### config.mk
export PLATFORM = sky130hd
export DESIGN_NAME = board_specific_top
export DESIGN_NICKNAME = d
export VERILOG_FILES = /design/src/logic/board_pkg.sv /design/src/logic/video_pkg.sv /design/src/logic/vga_if.sv /design/src/logic/slow_clk_gen.sv /design/src/logic/key_debouncer.sv /design/src/logic/led_pattern.sv /design/src/logic/vga_timing.sv /design/src/logic/vga_stripes.sv /design/src/logic/lab_top.sv /design/src/logic/board_specific_top.sv
export SDC_FILE = /design/constraint.sdc
export NUM_CORES = 1
export LEC_CHECK = 0
export BUFFER_PORTS_ARGS = -buffer_cell sky130_fd_sc_hd__buf_4
export CELL_PAD_IN_SITES_DETAIL_PLACEMENT = 1
export CELL_PAD_IN_SITES_GLOBAL_PLACEMENT = 2
export CORE_MARGIN = 4
export CORE_UTILIZATION = 40
export CTS_BUF_LIST = sky130_fd_sc_hd__clkbuf_4 sky130_fd_sc_hd__clkbuf_8
export DETAILED_ROUTE_END_ITERATION = 12
export MAX_ROUTING_LAYER = met4
export PLACE_DENSITY_LB_ADDON = 0.05
export SETUP_SLACK_MARGIN = 0.2
export SYNTH_ARGS = -nofsm -noshare
export SYNTH_HDL_FRONTEND = slang
export SYNTH_SLANG_ARGS = --single-unit
### constraint.sdc
create_clock -name CLK -period 2.5 [get_ports CLK]
set_clock_uncertainty 0.15 [all_clocks]
set_input_delay 0.25 -clock CLK [delete_from_list [all_inputs] [get_ports CLK]]
set_output_delay 0.25 -clock CLK [all_outputs]
set_load 0.02 [all_outputs]
### src/logic/board_pkg.sv
package board_pkg;

    localparam int clk_mhz = 25;             // board oscillator

    localparam int w_key   = 4;
    localparam int w_led   = 4;
    localparam int w_color = 4;              // bits per vga colour channel

    // key roles, the last key is reserved for reset
    localparam int key_run  = 0;             // toggles run and pause
    localparam int key_dir  = 1;             // reverses direction
    localparam int key_mode = 2;             // counter or rotate pattern
    localparam int key_rst  = 3;

    localparam int w_lab_key = 3;            // keys seen by the lab core

endpackage

### src/logic/video_pkg.sv
package video_pkg;

    localparam int w_x = 10;                 // horizontal counter width
    localparam int w_y = 10;                 // vertical counter width

    // 640x480 at 60 Hz, horizontal values in pixels
    localparam logic [w_x - 1:0] h_visible = 640;
    localparam logic [w_x - 1:0] h_front   = 16;
    localparam logic [w_x - 1:0] h_sync    = 96;
    localparam logic [w_x - 1:0] h_back    = 48;
    localparam logic [w_x - 1:0] h_total   = h_visible + h_front + h_sync + h_back;

    // vertical values in lines
    localparam logic [w_y - 1:0] v_visible = 480;
    localparam logic [w_y - 1:0] v_front   = 10;
    localparam logic [w_y - 1:0] v_sync    = 2;
    localparam logic [w_y - 1:0] v_back    = 33;
    localparam logic [w_y - 1:0] v_total   = v_visible + v_front + v_sync + v_back;

    localparam logic [w_x - 1:0] stripe_width = 80;  // eight bands across the screen

endpackage

### src/logic/vga_if.sv
`timescale 1ns/1ns

interface vga_if;

    logic [video_pkg::w_x - 1:0] x;          // raster column
    logic [video_pkg::w_y - 1:0] y;          // raster line
    logic                        hsync;      // active low
    logic                        vsync;      // active low
    logic                        visible;    // inside the 640x480 area

    modport timing
    (
        output x,
        output y,
        output hsync,
        output vsync,
        output visible
    );

    modport pixel
    (
        input x,
        input y,
        input hsync,
        input vsync,
        input visible
    );

endinterface

### src/logic/slow_clk_gen.sv
`timescale 1ns/1ns

module slow_clk_gen
#(
    parameter int slow_hz = 1
)
(
    input  logic clk,
    input  logic rst,
    output logic slow_tick
);

    localparam int ratio = board_pkg::clk_mhz * 1000000 / slow_hz;  // clk cycles per tick
    localparam int w_cnt = $clog2(ratio + 1);

    logic [w_cnt - 1:0] cnt;

    always_ff @(posedge clk)
    begin
        if (rst)
        begin
            cnt       <= w_cnt'(ratio - 1);
            slow_tick <= 1'b0;
        end
        else if (cnt == '0)
        begin
            cnt       <= w_cnt'(ratio - 1);  // reload on terminal count
            slow_tick <= 1'b1;
        end
        else
        begin
            cnt       <= cnt - 1'b1;
            slow_tick <= 1'b0;
        end
    end

endmodule

### src/logic/key_debouncer.sv
`timescale 1ns/1ns

module key_debouncer
#(
    parameter int debounce_cycles = 250000
)
(
    input  logic                            clk,
    input  logic                            rst,
    input  logic [board_pkg::w_lab_key - 1:0] key,
    output logic [board_pkg::w_lab_key - 1:0] press
);

    localparam int w_cnt = $clog2(debounce_cycles + 1);

    // each key gets its own synchroniser, stability counter and accepted level
    for (genvar i = 0; i < board_pkg::w_lab_key; i++)
    begin : g_key
        logic [1:0]         sync_q;          // two-flop synchroniser
        logic               level;           // accepted, debounced level
        logic [w_cnt - 1:0] cnt;

        always_ff @(posedge clk)
        begin
            if (rst)
                sync_q <= 2'b00;
            else
                sync_q <= {sync_q[0], key[i]};
        end

        always_ff @(posedge clk)
        begin
            if (rst)
            begin
                level    <= 1'b0;
                cnt      <= '0;
                press[i] <= 1'b0;
            end
            else if (sync_q[1] == level)
            begin
                cnt      <= '0;              // bounce back, start over
                press[i] <= 1'b0;
            end
            else if (cnt == w_cnt'(debounce_cycles - 1))
            begin
                // new level held long enough, commit it
                level    <= sync_q[1];
                cnt      <= '0;
                press[i] <= sync_q[1];       // only a rising commit is a press
            end
            else
            begin
                cnt      <= cnt + 1'b1;
                press[i] <= 1'b0;
            end
        end
    end

endmodule

### src/logic/led_pattern.sv
`timescale 1ns/1ns

module led_pattern
(
    input  logic                              clk,
    input  logic                              rst,
    input  logic                              slow_tick,
    input  logic [board_pkg::w_lab_key - 1:0] press,
    output logic [board_pkg::w_led - 1:0]     led
);

    logic running;                           // cleared while paused
    logic dir_down;                          // 0 counts up or rotates left
    logic rotate_mode;                       // 0 binary counter, 1 walking bit

    logic [board_pkg::w_led - 1:0] next_led;

    // value for the next slow tick
    always_comb
    begin
        if (rotate_mode)
        begin
            if (dir_down)
                next_led = {led[0], led[board_pkg::w_led - 1:1]};
            else
                next_led = {led[board_pkg::w_led - 2:0], led[board_pkg::w_led - 1]};
        end
        else
        begin
            if (dir_down)
                next_led = led - 1'b1;       // wraps modulo 16
            else
                next_led = led + 1'b1;
        end
    end

    always_ff @(posedge clk)
    begin
        if (rst)
        begin
            running     <= 1'b1;
            dir_down    <= 1'b0;
            rotate_mode <= 1'b0;
            led         <= '0;
        end
        else if (|press)
        begin
            // a press wins over a coinciding tick
            if (press[board_pkg::key_run])
                running <= !running;

            if (press[board_pkg::key_dir])
                dir_down <= !dir_down;       // led value is left alone

            if (press[board_pkg::key_mode])
            begin
                rotate_mode <= !rotate_mode;
                led         <= rotate_mode ? '0 : board_pkg::w_led'(1);
            end
        end
        else if (slow_tick && running)
        begin
            led <= next_led;
        end
    end

endmodule

### src/logic/vga_timing.sv
`timescale 1ns/1ns

module vga_timing
(
    input  logic clk,
    input  logic rst,
    vga_if.timing raster
);

    logic [video_pkg::w_x - 1:0] h_cnt;
    logic [video_pkg::w_y - 1:0] v_cnt;

    logic h_last;                            // last pixel of a line
    logic v_last;                            // last line of a frame
    logic h_sync_zone;
    logic v_sync_zone;

    assign h_last = (h_cnt == video_pkg::h_total - 1'b1);
    assign v_last = (v_cnt == video_pkg::v_total - 1'b1);

    // sync pulses sit after the front porch
    assign h_sync_zone = (h_cnt >= video_pkg::h_visible + video_pkg::h_front)
                      && (h_cnt <  video_pkg::h_visible + video_pkg::h_front + video_pkg::h_sync);
    assign v_sync_zone = (v_cnt >= video_pkg::v_visible + video_pkg::v_front)
                      && (v_cnt <  video_pkg::v_visible + video_pkg::v_front + video_pkg::v_sync);

    always_ff @(posedge clk)
    begin
        if (rst)
        begin
            h_cnt <= '0;
            v_cnt <= '0;
        end
        else if (h_last)
        begin
            h_cnt <= '0;
            v_cnt <= v_last ? '0 : v_cnt + 1'b1;
        end
        else
        begin
            h_cnt <= h_cnt + 1'b1;
        end
    end

    // position is registered too so it stays aligned with the flags
    always_ff @(posedge clk)
    begin
        if (rst)
        begin
            raster.x       <= '0;
            raster.y       <= '0;
            raster.hsync   <= 1'b1;
            raster.vsync   <= 1'b1;
            raster.visible <= 1'b0;
        end
        else
        begin
            raster.x       <= h_cnt;
            raster.y       <= v_cnt;
            raster.hsync   <= !h_sync_zone;
            raster.vsync   <= !v_sync_zone;
            raster.visible <= (h_cnt < video_pkg::h_visible) && (v_cnt < video_pkg::v_visible);
        end
    end

endmodule

### src/logic/vga_stripes.sv
`timescale 1ns/1ns

module vga_stripes
(
    input  logic                            clk,
    input  logic                            rst,
    input  logic [board_pkg::w_led - 1:0]   led,
    vga_if.pixel                            raster,
    output logic                            hsync,
    output logic                            vsync,
    output logic [board_pkg::w_color - 1:0] red,
    output logic [board_pkg::w_color - 1:0] green,
    output logic [board_pkg::w_color - 1:0] blue
);

    logic [video_pkg::w_x - 1:0] band;       // 0 to 7 across the visible width
    logic [2:0]                  index;      // rgb select

    always_comb
    begin
        band  = raster.x / video_pkg::stripe_width;
        index = band[2:0] ^ led[2:0];        // pattern shuffles the bands
    end

    // colours and syncs leave on the same edge
    always_ff @(posedge clk)
    begin
        if (rst)
        begin
            hsync <= 1'b1;
            vsync <= 1'b1;
            red   <= '0;
            green <= '0;
            blue  <= '0;
        end
        else
        begin
            hsync <= raster.hsync;
            vsync <= raster.vsync;
            red   <= (raster.visible && index[2]) ? '1 : '0;
            green <= (raster.visible && index[1]) ? '1 : '0;
            blue  <= (raster.visible && index[0]) ? '1 : '0;
        end
    end

endmodule

### src/logic/lab_top.sv
`timescale 1ns/1ns

module lab_top
#(
    parameter int debounce_cycles = 250000
)
(
    input  logic                              clk,
    input  logic                              rst,
    input  logic                              slow_tick,
    input  logic [board_pkg::w_lab_key - 1:0] key,
    output logic [board_pkg::w_led - 1:0]     led,
    output logic                              hsync,
    output logic                              vsync,
    output logic [board_pkg::w_color - 1:0]   red,
    output logic [board_pkg::w_color - 1:0]   green,
    output logic [board_pkg::w_color - 1:0]   blue
);

    logic [board_pkg::w_lab_key - 1:0] press;  // one-cycle press pulses

    vga_if raster ();

    key_debouncer #(.debounce_cycles (debounce_cycles)) i_key_debouncer
    (
        .clk   (clk),
        .rst   (rst),
        .key   (key),
        .press (press)
    );

    led_pattern i_led_pattern
    (
        .clk       (clk),
        .rst       (rst),
        .slow_tick (slow_tick),
        .press     (press),
        .led       (led)
    );

    vga_timing i_vga_timing
    (
        .clk    (clk),
        .rst    (rst),
        .raster (raster.timing)
    );

    vga_stripes i_vga_stripes
    (
        .clk    (clk),
        .rst    (rst),
        .led    (led),                       // stripe colours follow the leds
        .raster (raster.pixel),
        .hsync  (hsync),
        .vsync  (vsync),
        .red    (red),
        .green  (green),
        .blue   (blue)
    );

endmodule

### src/logic/board_specific_top.sv
`timescale 1ns/1ns

module board_specific_top
#(
    parameter int slow_hz         = 1,
    parameter int debounce_cycles = 250000
)
(
    input  logic                            CLK,
    input  logic [board_pkg::w_key - 1:0]   KEY,
    output logic [board_pkg::w_led - 1:0]   LED,
    output logic                            VGA_HS,
    output logic                            VGA_VS,
    output logic [board_pkg::w_color - 1:0] VGA_R,
    output logic [board_pkg::w_color - 1:0] VGA_G,
    output logic [board_pkg::w_color - 1:0] VGA_B
);

    wire clk = CLK;
    wire rst = KEY[board_pkg::key_rst];      // keys are active high, used as is

    logic                              slow_tick;
    logic [board_pkg::w_lab_key - 1:0] lab_key;

    assign lab_key = KEY[board_pkg::w_lab_key - 1:0];  // reset key stays out

    // enable tick in the clk domain instead of a second clock
    slow_clk_gen #(.slow_hz (slow_hz)) i_slow_clk_gen
    (
        .clk       (clk),
        .rst       (rst),
        .slow_tick (slow_tick)
    );

    lab_top #(.debounce_cycles (debounce_cycles)) i_lab_top
    (
        .clk       (clk),
        .rst       (rst),
        .slow_tick (slow_tick),
        .key       (lab_key),
        .led       (LED),
        .hsync     (VGA_HS),
        .vsync     (VGA_VS),
        .red       (VGA_R),
        .green     (VGA_G),
        .blue      (VGA_B)
    );

endmodule

Word level (Yosys, flattened, before mapping). Cells that the tools add are included.

Add/subtract/negate cells: 8. Divide/modulo/power cells: 1. Magnitude comparators: 6. Equality and inequality tests: 9. Mux-type cells: 12. Bitwise gates (word level): 7. Reductions and logical operators: 30.

Operators with widths (number): $add A18 B1 Y18 const B (3); $eq A18 B18 Y1 const B (3); $mux W4 (9); $logic_not A25 Y1 (1); $sub A25 B1 Y25 const B (1); $reduce_or A3 Y1 (7); $add A10 B1 Y10 const B (2); $eq A10 B10 Y1 const B (2); $lt A10 B10 Y1 const B (2); $lt A10 B9 Y1 const B (2); $reduce_and A2 Y1 (7); $div A10 B7 Y10 const B (1); $ge A10 B10 Y1 const B (1); $ge A10 B9 Y1 const B (1); $mux W10 (1); $logic_and A1 B1 Y1 (7); $not A1 Y1 (6); $logic_not A1 Y1 (5); $add A4 B1 Y4 const B (1); $reduce_or A2 Y1 (2); $sub A4 B1 Y4 const B (1); $eq A1 B1 Y1 (3); $xor A3 B3 Y3 (1); $mux W1 (2); 2 further kinds (2).

Register bits after elaboration: 146. Bits of input ports: 5. Output and inout bits: 18. Logic and storage cells: 102.

Depth between registers and ports, before layout. Gate-level depths: netlist (run 1).

Word-level depth: 5. Depth in mapped cells: 8. Gate-level depth less buffers: 7.

Cells and area by module. From an unflattened synthesis (run 1), not the netlist that was laid out.

Cell total of the unflattened synthesis: 725. Area, all modules: 6572.6 sq um.

By module, submodules not included: key_debouncer (times used 1, cells an instance 320, area an instance 2850.2 sq um, sequential area each 1321.3 sq um); vga_timing (times used 1, cells an instance 169, area an instance 1607.8 sq um, sequential area each 860.8 sq um); slow_clk_gen (times used 1, cells an instance 134, area an instance 1191.1 sq um, sequential area each 520.5 sq um); led_pattern (times used 1, cells an instance 53, area an instance 493.0 sq um, sequential area each 140.1 sq um); vga_stripes (times used 1, cells an instance 49, area an instance 430.4 sq um, sequential area each 100.1 sq um).

Least setup slack after synthesis (run 1). Ideal clock, no wire load.

Path type: register to register. Start point: register i_slow_clk_gen.cnt[0]. End point: register i_slow_clk_gen.cnt[24]. Library setup time: 0.062 ns. Data arrival time: 2.024 ns. Required time: 2.288 ns. Setup slack: 0.264 ns. Cell stages (with the launch flop): 8. Buffers on the path: 0. Period minus slack after synthesis: 2.236 ns. Cell sequence: dfxtp_1 inv_1 ha_1 or3b_2 nor3_1 nand3_2 or4_1 nand3b_1.

Longest elaborated chain between the ends: 2. Elaborated cells on any way between the ends: 3. Those cells by class: 1 x add/sub; 2 x reduce/logical.

Ends and longest elaborated chain: from (decl) (line slow_clk_gen.sv:16) `logic [w_cnt - 1:0] cnt;`; from (signal assigned) (line slow_clk_gen.sv:22) `cnt <= w_cnt'(ratio - 1);`; from (signal assigned) (line slow_clk_gen.sv:27) `cnt <= w_cnt'(ratio - 1);`; from (signal assigned) (line slow_clk_gen.sv:32) `cnt <= cnt - 1'b1;`; parallel branches: the longest is 2 deep, another holds $sub A25 B1 Y25.

Parallel ways; which one is timed is not known. A chain may end at the register's enable or synchronous reset.

Worst setup path after layout (run 1).
Start point: register i_slow_clk_gen.cnt[0]. End point: register i_slow_clk_gen.cnt[8].

The elaborated chain is that of the path after synthesis.

==> summary.md, run 1 <==
| Metric | Value |
|---|---|
| Met1 WL | 5810 um |
| Vias in the first global route | 4514 |
| Htree depth | 4 |
| CTS Buffer Depth | 2 |
| Max Freq | 443 MHz |
| Vias/cell | 5.07 |
| Final hold vios | 0 |
| Leak Pwr | 2.31 nW |
| Total power | 4.13 mW |
| DR vias | 4468 |
| Gate Count Post-Synth | 659 |
| Tmin final | 2260 ps |
| Layout net count | 701 |
| DR WL/cell | 13.3 um |
| Top FF cell, synth | dfxtp_1 |
| R2r startpoint | i_slow_clk_gen.cnt[0] |
| Area of the core | 14500 sq um |
| Total CTS buffers | 17 |
| Drt initial violations | 182 |
| Area Growth Syn to Fin | 13.9% |
| Max Slew Vio Count | 0 |
| Detail Route Antenna Nets | 0 |
| Total congestion overflow | 0 |
| Met2 WL post-DR | 5420 um |
| Root buf cell | clkbuf_8 |
| Setup-failing EPs final | 0 |
| Die X | 129 um |
| Fraction of layout cells with a size suffix above 1 | 12.3% |
| Largest net degree at the start of global routing | 47 |
| Critical Path End Type | flop |
| Die area | 16700 sq um |
| Fill cells | 1703 |
| Clk_lat worst skew | 440 ps |
| Post-Route WL | 11700 um |
| Worst setup SP type | flop |
| Fin crit share | 90.2% |
| Synth warnings | 0 |
| RR Endpoint | i_slow_clk_gen.cnt[8] |
| Worst slack at placement | 165 ps |
| Post-synthesis sequential area ratio | 45.3% |
| Crit path max-delay cell type | or3b_2 |
| Yosys reg bits | 133 |
| Row count | 44 |
| CTS tree | yes |
| Crit path cell chain | inv_1 > ha_1 > or3b_2 > or3_4 > or3_1 > xor2_1 > nor2_1 |
| Sequential power share | 52.0% |
| Die Y | 129 um |
| FF-to-FF setup slack | 240 ps |
| Half-perimeter wire length after placement | 8170 um |
| Clock power share | 46.3% |
| First-pass GRT wire length | 20800 um |
| IO Port Bufs | 22 |
| CP bufs+invs | 1 |
| DP Area | 6180 sq um |
| IO Pins | 23 |
| PnR worst setup slack | 244 ps |
| Combinational fraction of design power | 1.7% |
| 1st-pass router iterations | 4 |
| Cell taking the most area after synthesis | dfxtp_1 |
| Pwr per Cell Area | 616 nW/um^2 |
| Max_cap viols | 0 |
| Clk slew on worst S/H paths | 70 ps |
| Hold path start | KEY[3] |
| Yosys cell types | 57 |
| Switching Fraction | 21.8% |
| Worst hold endpoint | i_lab_top.i_led_pattern.dir_down |
| Highest routed layer | met4 |
| Total Routing Usage GR | 15.7% |
| Pint | 3.22 mW |
| Unrepaired setup endpoints after global routing | true |
| GPL Wtd Cong | 0.776 |
| Post-layout instance area | 6700 sq um |
| Peak supply drop | 0.341 mV |
| Switch Pwr | 0.901 mW |
| CP Depth | 7 |
| Crit. Startpoint | i_slow_clk_gen.cnt[0] |
| HP Class | primary input to flop |
| Starting Density | 40.6% |
| Post-synth top area share | 45.3% |
| Kind of critical path | flop to flop |
| Tightest Pin Transition | 629 ps |
| Final TNS setup | 0 ps |
| Slew headroom | 57.8% |
| FFs w/ async S/R, synth | 0% |
| Inserted Diodes | 0 |
| Clock sink count | 133 |
| R2R cell count | 7 |
| Syn_nets | 676 |
| CP top delay family | simple AND/OR/NAND/NOR gates |
| DRC Markers | 0 |
| Max stage delay on crit path | 500 ps |
| Synthesized area per cell | 8.92 sq um |
| Synth top area cells | dfxtp_1 (45%), nor2_1 (7.6%), xor2_1 (6.9%) |
| Critical path peak fanout | 5 |
| Final core occ | 46.2% |
| Crit path DAT | 2420 ps |
| Worst Path Required | 2670 ps |
| Initial antenna violation count | 0 |
| Hold Path Stages | 2 |
| Syn Std Cell Area | 5880 sq um |
| Post-synth EDFFs | 0 |
| Status | finished clean |
| Routed met3 length | 381 um |
## cell families (layout without fill, tap and decap cells)
group,after synthesis,after routing,share of synthesized area [%]
simple gates,330,330,28.5
fa+ha+maj,12,12,2.68
xor+xnor,91,91,13.6
compound gates,39,39,4.51
mux,10,10,1.75
flops,133,133,45.3
buf+inv,44,82,3.72
## worst max path at each step
stage,to,slack [ps]
after floorplan,i_slow_clk_gen.cnt[24],260
after global placement,i_slow_clk_gen.cnt[15],250
after detailed placement,i_slow_clk_gen.cnt[15],160
after CTS,i_slow_clk_gen.cnt[8],190
after global routing,i_slow_clk_gen.cnt[24],140
final,i_slow_clk_gen.cnt[8],240
## through the flow
| stage | hold slack [ps] | cells |
|---|---|---|
| after detailed placement | 250 | 845 |
| final | 106 | 881 |
| after global routing | 83.8 | 881 |
| after CTS | 69.9 | 880 |
| after global placement | 243 | 845 |
| after floorplan | 228 | 659 |
## power groups by stage
stage	logic, mW	registers (mW)	clock network [mW]
after floorplan	0.0506	2.19	0
after global placement	0.0668	2.19	0
after detailed placement	0.0694	2.19	0
after CTS	0.0734	2.14	1.99
after global routing	0.0822	2.15	2.09
final	0.0713	2.14	1.91
## registers in the layout, indices dropped and copies added (netlist names), 3 cells and up
signal	flops
i_lab_top.i_key_debouncer.press	3
i_lab_top.i_vga_timing.h_cnt	10
i_lab_top.i_key_debouncer.g_key.cnt	54
i_lab_top.i_key_debouncer.g_key.sync_q	6
i_lab_top.i_key_debouncer.g_key.level	3
i_slow_clk_gen.cnt	25
i_lab_top.i_vga_timing.raster.x	6
i_lab_top.i_vga_timing.v_cnt	10
i_lab_top.i_led_pattern.led	4
## synth_stat cells, types with 2 or more instances
library cell,number
nand2b_1,11
or3_1,10
o32ai_1,2
nor4b_1,8
a211oi_1,3
o21ai_0,5
xor2_1,46
nand3b_1,2
a21oi_1,10
nor4_1,7
ha_1,11
buf_6,2
nor2b_1,19
buf_2,4
nand3_1,32
and4_1,3
o211ai_1,2
buf_4,9
a21o_1,2
mux2_2,2
nor4_2,2
nor2_1,119
nor3_1,23
nand4_1,18
nor3b_1,2
o31ai_1,3
or4_1,4
or4_4,2
dfxtp_1,133
inv_1,15
mux2i_1,8
clkbuf_1,14
nand2_1,42
xnor2_1,45
and3_1,15
or2_2,3
## timing repair
item,in CTS,in global routing
endpoints found under the setup margin,9,46
setup buffers,0,1
gates resized for setup,2,7
hold buffers,3,0
endpoints found under the hold margin,3,0
pin swaps,0,1
## area by class of cell
cell class	count	area [sq um]	share of cell area [%]
Multi-Input combinational cell	482	3050	45.5
Sequential cell	133	2660	39.8
Clock buffer	21	277	4.13
Timing Repair Buffer	35	270	4.04
Tap cell	184	230	3.44
Clock inverter	11	151	2.26
Inverter	15	56.3	0.841
## cells in the final DEF, fill, tap and decap left out, drive strengths merged, types with 2 or more instances in the layout
cell type and n:
and3 15, mux2i 8, clkbuf 21, nand3 33, nor2b 19, or4 6, mux2 2, nor4b 9
inv 15, o21ai 6, clkinvlp 4, ha 11, o211ai 2, nand2b 11, nor2 120, dlygate4sd3 3
and4 3, o32ai 2, o21bai 2, or2 4, nor4 9, nor3 24, nand3b 2, a21oi 10
clkinv 4, nand2 42, o31ai 3, a21o 2, nor3b 2, xor2 46, bufinv 3, a211oi 3
or3 10, dfxtp 133, xnor2 45, nand4 18, buf 32
## per-layer routing
layer,GRT usage (%),vias to the layer above
met1,19.4,2145
met2,24.8,44
met3,4.58,8
li1,-,2271
met4,5.44,0
met5,-,-
Note: power is estimated with default switching activity, not from simulation.
==> run 2: changes to the inputs <==
ABC_AREA = 1   (was not set)
CORE_UTILIZATION = 38   (was 40)
==> run 2 against run 1 <==
  * Fmax is 11% higher
  * Non-clock buffer count is 2 lower
  * Design area grew 1.8%
  * Synthesized cell count rose by 20%
  * Final cell count up 19%
  * Sequential share of layout area is 0.68 points lower
  * Area after synthesis increased by 2.0%
  * Via count grew 12%
  * Utilization down 1.7 points
==> summary.md, run 2 <==
| Metric | Value |
|---|---|
| Status | finished clean |
| Synth warnings | 0 |
| Max FFs per register | 54 |
| FFs w/ async S/R, synth | 0% |
| Gate Count Post-Synth | 790 |
| R2r startpoint | i_lab_top.i_vga_timing.h_cnt[0] |
| Max Slew Vio Count | 0 |
| Half-perimeter wire length after placement | 10000 um |
| DRC Markers | 0 |
| Tightest Pin Transition | 616 ps |
| GPL Wtd Cong | 0.872 |
| Hold WS | 255 ps |
| Largest net degree at the start of global routing | 19 |
| Starting Density | 39.1% |
| Most common cell after layout, fill and taps aside | dfxtp_1 |
| Inserted Diodes | 0 |
| Detail Route Antenna Nets | 0 |
| Fill cells | 1920 |
| Layout net count | 840 |
| Htree depth | 4 |
| Leak Pwr | 2.59 nW |
| Unrepaired setup endpoints after global routing | true |
| Worst setup SP type | flop |
| Clk_lat worst skew | 430 ps |
| Final core occ | 44.5% |
| Syn_nets | 807 |
| Slew headroom | 58.6% |
| Crit. Startpoint | i_lab_top.i_vga_timing.h_cnt[0] |
| IO Pins | 23 |
| Post-Layout Cell Count | 1045 |
| Fraction of layout cells with a size suffix above 1 | 12.7% |
| Total congestion overflow | 0 |
| Row count | 45 |
| Synthesized area per cell | 7.59 sq um |
| Die Y | 134 um |
| Drt initial violations | 178 |
| HP Class | flop to flop |
| Most frequent cells after synthesis | dfxtp_1 (133), nand2_1 (119), inv_1 (112), nor2_1 (103), a21oi_1 (47) |
| Post-synthesis sequential area ratio | 44.4% |
| Area of the core | 15300 sq um |
| PnR worst setup slack | 470 ps |
| Setup-failing EPs final | 0 |
| Post-layout instance area | 6820 sq um |
| Clk slew on worst S/H paths | 70 ps |
| Syn Std Cell Area | 5990 sq um |
| Pwr per Cell Area | 588 nW/um^2 |
| Initial antenna violation count | 0 |
| Yosys reg bits | 133 |
| Top FF cell, synth | dfxtp_1 |
| Post-synth EDFFs | 0 |
| 1st-pass router iterations | 4 |
| Post-synth top area share | 44.4% |
| Kind of critical path | flop to flop |
| Reg with most FFs | i_lab_top.i_key_debouncer.g_key.cnt |
| FF-to-FF setup slack | 470 ps |
| Placed cell count | 1010 |
| Most frequent cells in the layout | dfxtp_1 (132), nand2_1 (118), inv_1 (112), nor2_1 (102), a21oi_1 (47) |
| R2R cell count | 13 |
| CTS Buffer Depth | 2 |
| RR Endpoint | i_lab_top.i_vga_timing.v_cnt[7] |
| Clock sink count | 133 |
| Tmin final | 2030 ps |
| IO Port Bufs | 22 |
| Crit path DAT | 2220 ps |
| Post-Route WL | 13400 um |
| Final hold vios | 0 |
| CTS tree | yes |
| Final TNS setup | 0 ps |
| DR vias | 5022 |
| Area Growth Syn to Fin | 13.7% |
| Vias/cell | 4.81 |
| Critical path peak fanout | 5 |
| Root buf cell | clkbuf_8 |
| CP endpoint | i_lab_top.i_vga_timing.v_cnt[7] |
| Largest registers | i_lab_top.i_key_debouncer.g_key.cnt: 54 flops, i_slow_clk_gen.cnt: 25 flops |
| Total power | 4.01 mW |
| Die area | 17800 sq um |
| Total CTS buffers | 17 |
| Synth top area cells | dfxtp_1 (44%), nand2_1 (7.5%), inv_1 (7.0%) |
| Yosys cell types | 44 |
| Total Routing Usage GR | 16.2% |
| Top-count cell post-synth | dfxtp_1 |
| Fin crit share | 81.2% |
| Peak supply drop | 0.283 mV |
| Worst slack at placement | 401 ps |
| Max_cap viols | 0 |
| DP Area | 6350 sq um |
| First-pass GRT wire length | 23500 um |
| Worst Path Required | 2690 ps |
| Die X | 134 um |
| Max Freq | 493 MHz |
| Critical Path End Type | flop |
| Cell taking the most area after synthesis | dfxtp_1 |
| DR WL/cell | 12.8 um |
| Vias in the first global route | 5143 |
run 2: cell types whose count changed in the layout (fill, tap and decap cells not counted), moves of 30 or more:
cell / change
nand2_1: +76
o21ai_0: +31
xnor2_1: -35
xor2_1: -30
a21oi_1: +37
inv_1: +97
run 2: report_power, final:
part	total (mW)	internal, mW	switching [mW]
Combinational	0.0834	0.0295	0.0539
Clock	1.78	0.994	0.788
Sequential	2.14	2.13	0.00826
run 2: kinds of logic after synthesis:
kind of cell	Yosys count	share of synthesized area (%)
AOI/OAI and AO/OA	105	9.52
xor gates and xnor gates	26	3.80
buffers and inverters	138	9.39
and+or+nand+nor	376	30.2
adders and majority gates	12	2.63
DFF	133	44.4
run 2: worst min path at each step:
stage                                                               to                  start  cells after the start
after floorplan           i_lab_top.i_key_debouncer.g_key[0].sync_q[0]                 KEY[0]                      2
after global placement                           i_slow_clk_gen.cnt[0]  i_slow_clk_gen.cnt[0]                      1
after detailed placement                         i_slow_clk_gen.cnt[0]  i_slow_clk_gen.cnt[0]                      1
after CTS                                        i_slow_clk_gen.cnt[0]  i_slow_clk_gen.cnt[0]                      1
after global routing                             i_slow_clk_gen.cnt[0]  i_slow_clk_gen.cnt[0]                      1
final                                            i_slow_clk_gen.cnt[0]  i_slow_clk_gen.cnt[0]                      1
run 2: layer usage:
layer,GRT usage (%),part of all wire (%),up-vias
li1,-,-,2606
met1,20.3,50,2361
met2,26.1,47,40
met3,3.44,2.3,15
met4,5.14,1.2,0
met5,-,0,-
run 2: critical path, cell delays in order (launching register included):
cell and delay [ps]:
dfxtp_1 360, ha_1 180, nand2_1 80, nor2_2 140, inv_2 60, nor2_2 110
nand2_2 90, inv_2 110, nand3_2 80, nor2_2 130, inv_2 60, nor2_2 110
nand2_1 70, a211oi_1 190
run 2: cell type report:
cell class,count,area [sq um],area share [%]
Timing Repair Buffer,33,260,3.82
Tap cell,211,264,3.87
Multi-Input combinational cell,519,2790,40.9
Clock buffer,27,353,5.18
Inverter,119,447,6.55
Sequential cell,133,2660,39.1
Clock inverter,3,40.0,0.587
run 2: timing repair:
| item | in CTS | in global routing |
|---|---|---|
| resized for setup | 0 | 6 |
| endpoints found under the hold margin | 7 | 0 |
| buffers inserted | 0 | 0 |
| hold buffers | 5 | 0 |
| endpoints found under the setup margin | 0 | 6 |
==> run 3: changes to the inputs <==
ABC_AREA = 0   (was 1)
CORE_UTILIZATION = 40   (was 38)
clock period = 2 ns   (was 2.5 ns; I/O delays follow)
==> run 3 against run 2 <==
  * The flow now finishes with violations (setup timing)
  * Routed wire length rose by 7.3%
  * Critical path depth fell by 6
  * Global-route usage rose by 2.0 points
  * Final cell count fell by 8.7%
  * Sequential power rose by 25%
  * Fmax fell by 6.2%
  * Worst hold slack improved by 20 ps
  * Combinational power rose by 85%
  * Total power rose by 29%
  * Worst setup slack got worse by 630 ps
  * Sequential share of layout area fell by 5.3 points
  * Die area fell by 6.4%
  * Critical path type unchanged
  * Largest cell class unchanged
  * Highest routed layer unchanged
==> summary.md, run 3 (synthesis gave the netlist of run 1 again) <==
| Metric | Value |
|---|---|
| Final hold vios | 0 |
| Detail Route Antenna Nets | 0 |
| Most frequent cells in the layout | dfxtp_1 (104), nor2_1 (98), buf_4 (83), xor2_1 (44), xnor2_1 (43) |
| Critical path peak fanout | 5 |
| IO Port Bufs | 22 |
| Peak supply drop | 0.463 mV |
| DP Area | 6680 sq um |
| Starting Density | 40.6% |
| Crit path max-delay cell type | or3_4 |
| Max_cap viols | 0 |
| Critical Path End Type | flop |
| Leak Pwr | 2.97 nW |
| Most common cell after layout, fill and taps aside | dfxtp_1 |
| Reg with most FFs | i_lab_top.i_key_debouncer.g_key.cnt |
| Htree depth | 4 |
| Area Growth Syn to Fin | 36.4% |
| Status | finished, violations left |
| CP bufs+invs | 1 |
| Die Y | 129 um |
| Total Routing Usage GR | 18.1% |
| Tmin final | 2160 ps |
| CP most frequent cell | or3_4 |
| Initial antenna violation count | 0 |
| Largest registers | i_lab_top.i_key_debouncer.g_key.cnt: 54 flops, i_slow_clk_gen.cnt: 25 flops |
| Total congestion overflow | 0 |
| GPL Wtd Cong | 0.768 |
| Tightest Pin Transition | 453 ps |
| Area of the core | 14500 sq um |
| Max stage delay on crit path | 410 ps |
| CTS Buffer Depth | 2 |
| DRC Markers | 0 |
| PnR worst setup slack | -163 ps |
| Layout net count | 775 |
| Die X | 129 um |
| Crit path cell chain | inv_2 > ha_4 > or3b_4 > or3_4 > or3_4 > xor2_1 > nor2_1 |
| Kind of critical path | flop to flop |
| Clk slew on worst S/H paths | 80 ps |
| Fin crit share | 108% |
| Half-perimeter wire length after placement | 9040 um |
| Pwr per Cell Area | 644 nW/um^2 |
| Slew headroom | 69.6% |
| Die area | 16700 sq um |
| Worst Path Required | 2180 ps |
| First-pass GRT wire length | 23700 um |
| Row count | 44 |
| Post-Route WL | 14400 um |
| DR WL/cell | 15.1 um |
| Failing checks | setup timing |
| Setup-failing EPs final | 15 |
| Total CTS buffers | 17 |
| Max FFs per register | 54 |
| Crit path DAT | 2340 ps |
| Fraction of layout cells with a size suffix above 1 | 33.6% |
| Vias/cell | 5.09 |
| CTS tree | yes |
| HP Class | flop to flop |
| Max Slew Vio Count | 0 |
| CP top delay family | simple AND/OR/NAND/NOR gates |
| Total power | 5.16 mW |
| IO Pins | 23 |
| Max Freq | 462 MHz |
| Clk_lat worst skew | 440 ps |
| Post-layout instance area | 8020 sq um |
| Clock sink count | 133 |
| Inserted Diodes | 0 |
| Worst setup SP type | flop |
| Unrepaired setup endpoints after global routing | true |
| 1st-pass router iterations | 4 |
| DR vias | 4855 |
| Vias in the first global route | 4950 |
| Largest net degree at the start of global routing | 28 |
| Drt initial violations | 194 |
| Root buf cell | clkbuf_8 |
## run 3: layer usage
| layer | wire length (um) | vias to the layer above | track usage [%] |
|---|---|---|---|
| li1 | - | 2425 | - |
| met1 | 6320 | 2367 | 21.3 |
| met2 | 7490 | 51 | 30.5 |
| met3 | 403 | 12 | 4.58 |
| met4 | 178 | 0 | 5.50 |
| met5 | 0 | - | - |
## run 3: layout make-up
type,instances,area [sq um]
multi-input combinational,483,3640
timing repair buffer,108,985
clock buffer,21,277
inverter,15,56.3
sequential,133,2710
tap,184,230
clock inverter,10,129
fill,1620,6460
## run 3: through the flow
| step | setup WS [ps] | utilization [%] | setup TNS (ps) | std cells | hold WS (ps) |
|---|---|---|---|---|---|
| 3_5_place_dp | -176 | 46.1 | -2370 | 885 | 262 |
| 6_report | -163 | 55.4 | -1350 | 954 | 274 |
| 3_3_place_gp | -91.6 | 46.1 | -1030 | 885 | 261 |
| 4_1_cts | -120 | 52.1 | -1410 | 941 | 277 |
| 2_1_floorplan | -180 | - | -485 | 659 | 178 |
| 5_1_grt | -199 | 55.4 | -3270 | 954 | 301 |
## run 3: final timing paths
path / startpoint / slack [ps] / to / cells after the start
max: i_slow_clk_gen.cnt[0] / -160 / i_slow_clk_gen.cnt[8] / 7
min: i_lab_top.i_vga_timing.raster.hsync / 270 / i_lab_top.i_vga_stripes.hsync / 1
max reg2reg: i_slow_clk_gen.cnt[0] / -160 / i_slow_clk_gen.cnt[8] / 7
min reg2reg: i_lab_top.i_vga_timing.raster.hsync / 270 / i_lab_top.i_vga_stripes.hsync / 1
## run 3: where the power goes
part	internal [mW]	switching, mW	leakage, nW
clock network	1.31	1.02	0.212
registers	2.66	0.0143	1.09
logic	0.0784	0.0758	1.67
total	4.05	1.11	2.97
## run 3: timing repair
item	CTS	global route
gates resized for setup	44	94
hold endpoints to repair	9	0
pin swaps	22	47
endpoints found under the setup margin	91	105
setup buffers	17	12
cloned	2	1
hold buffers	6	0
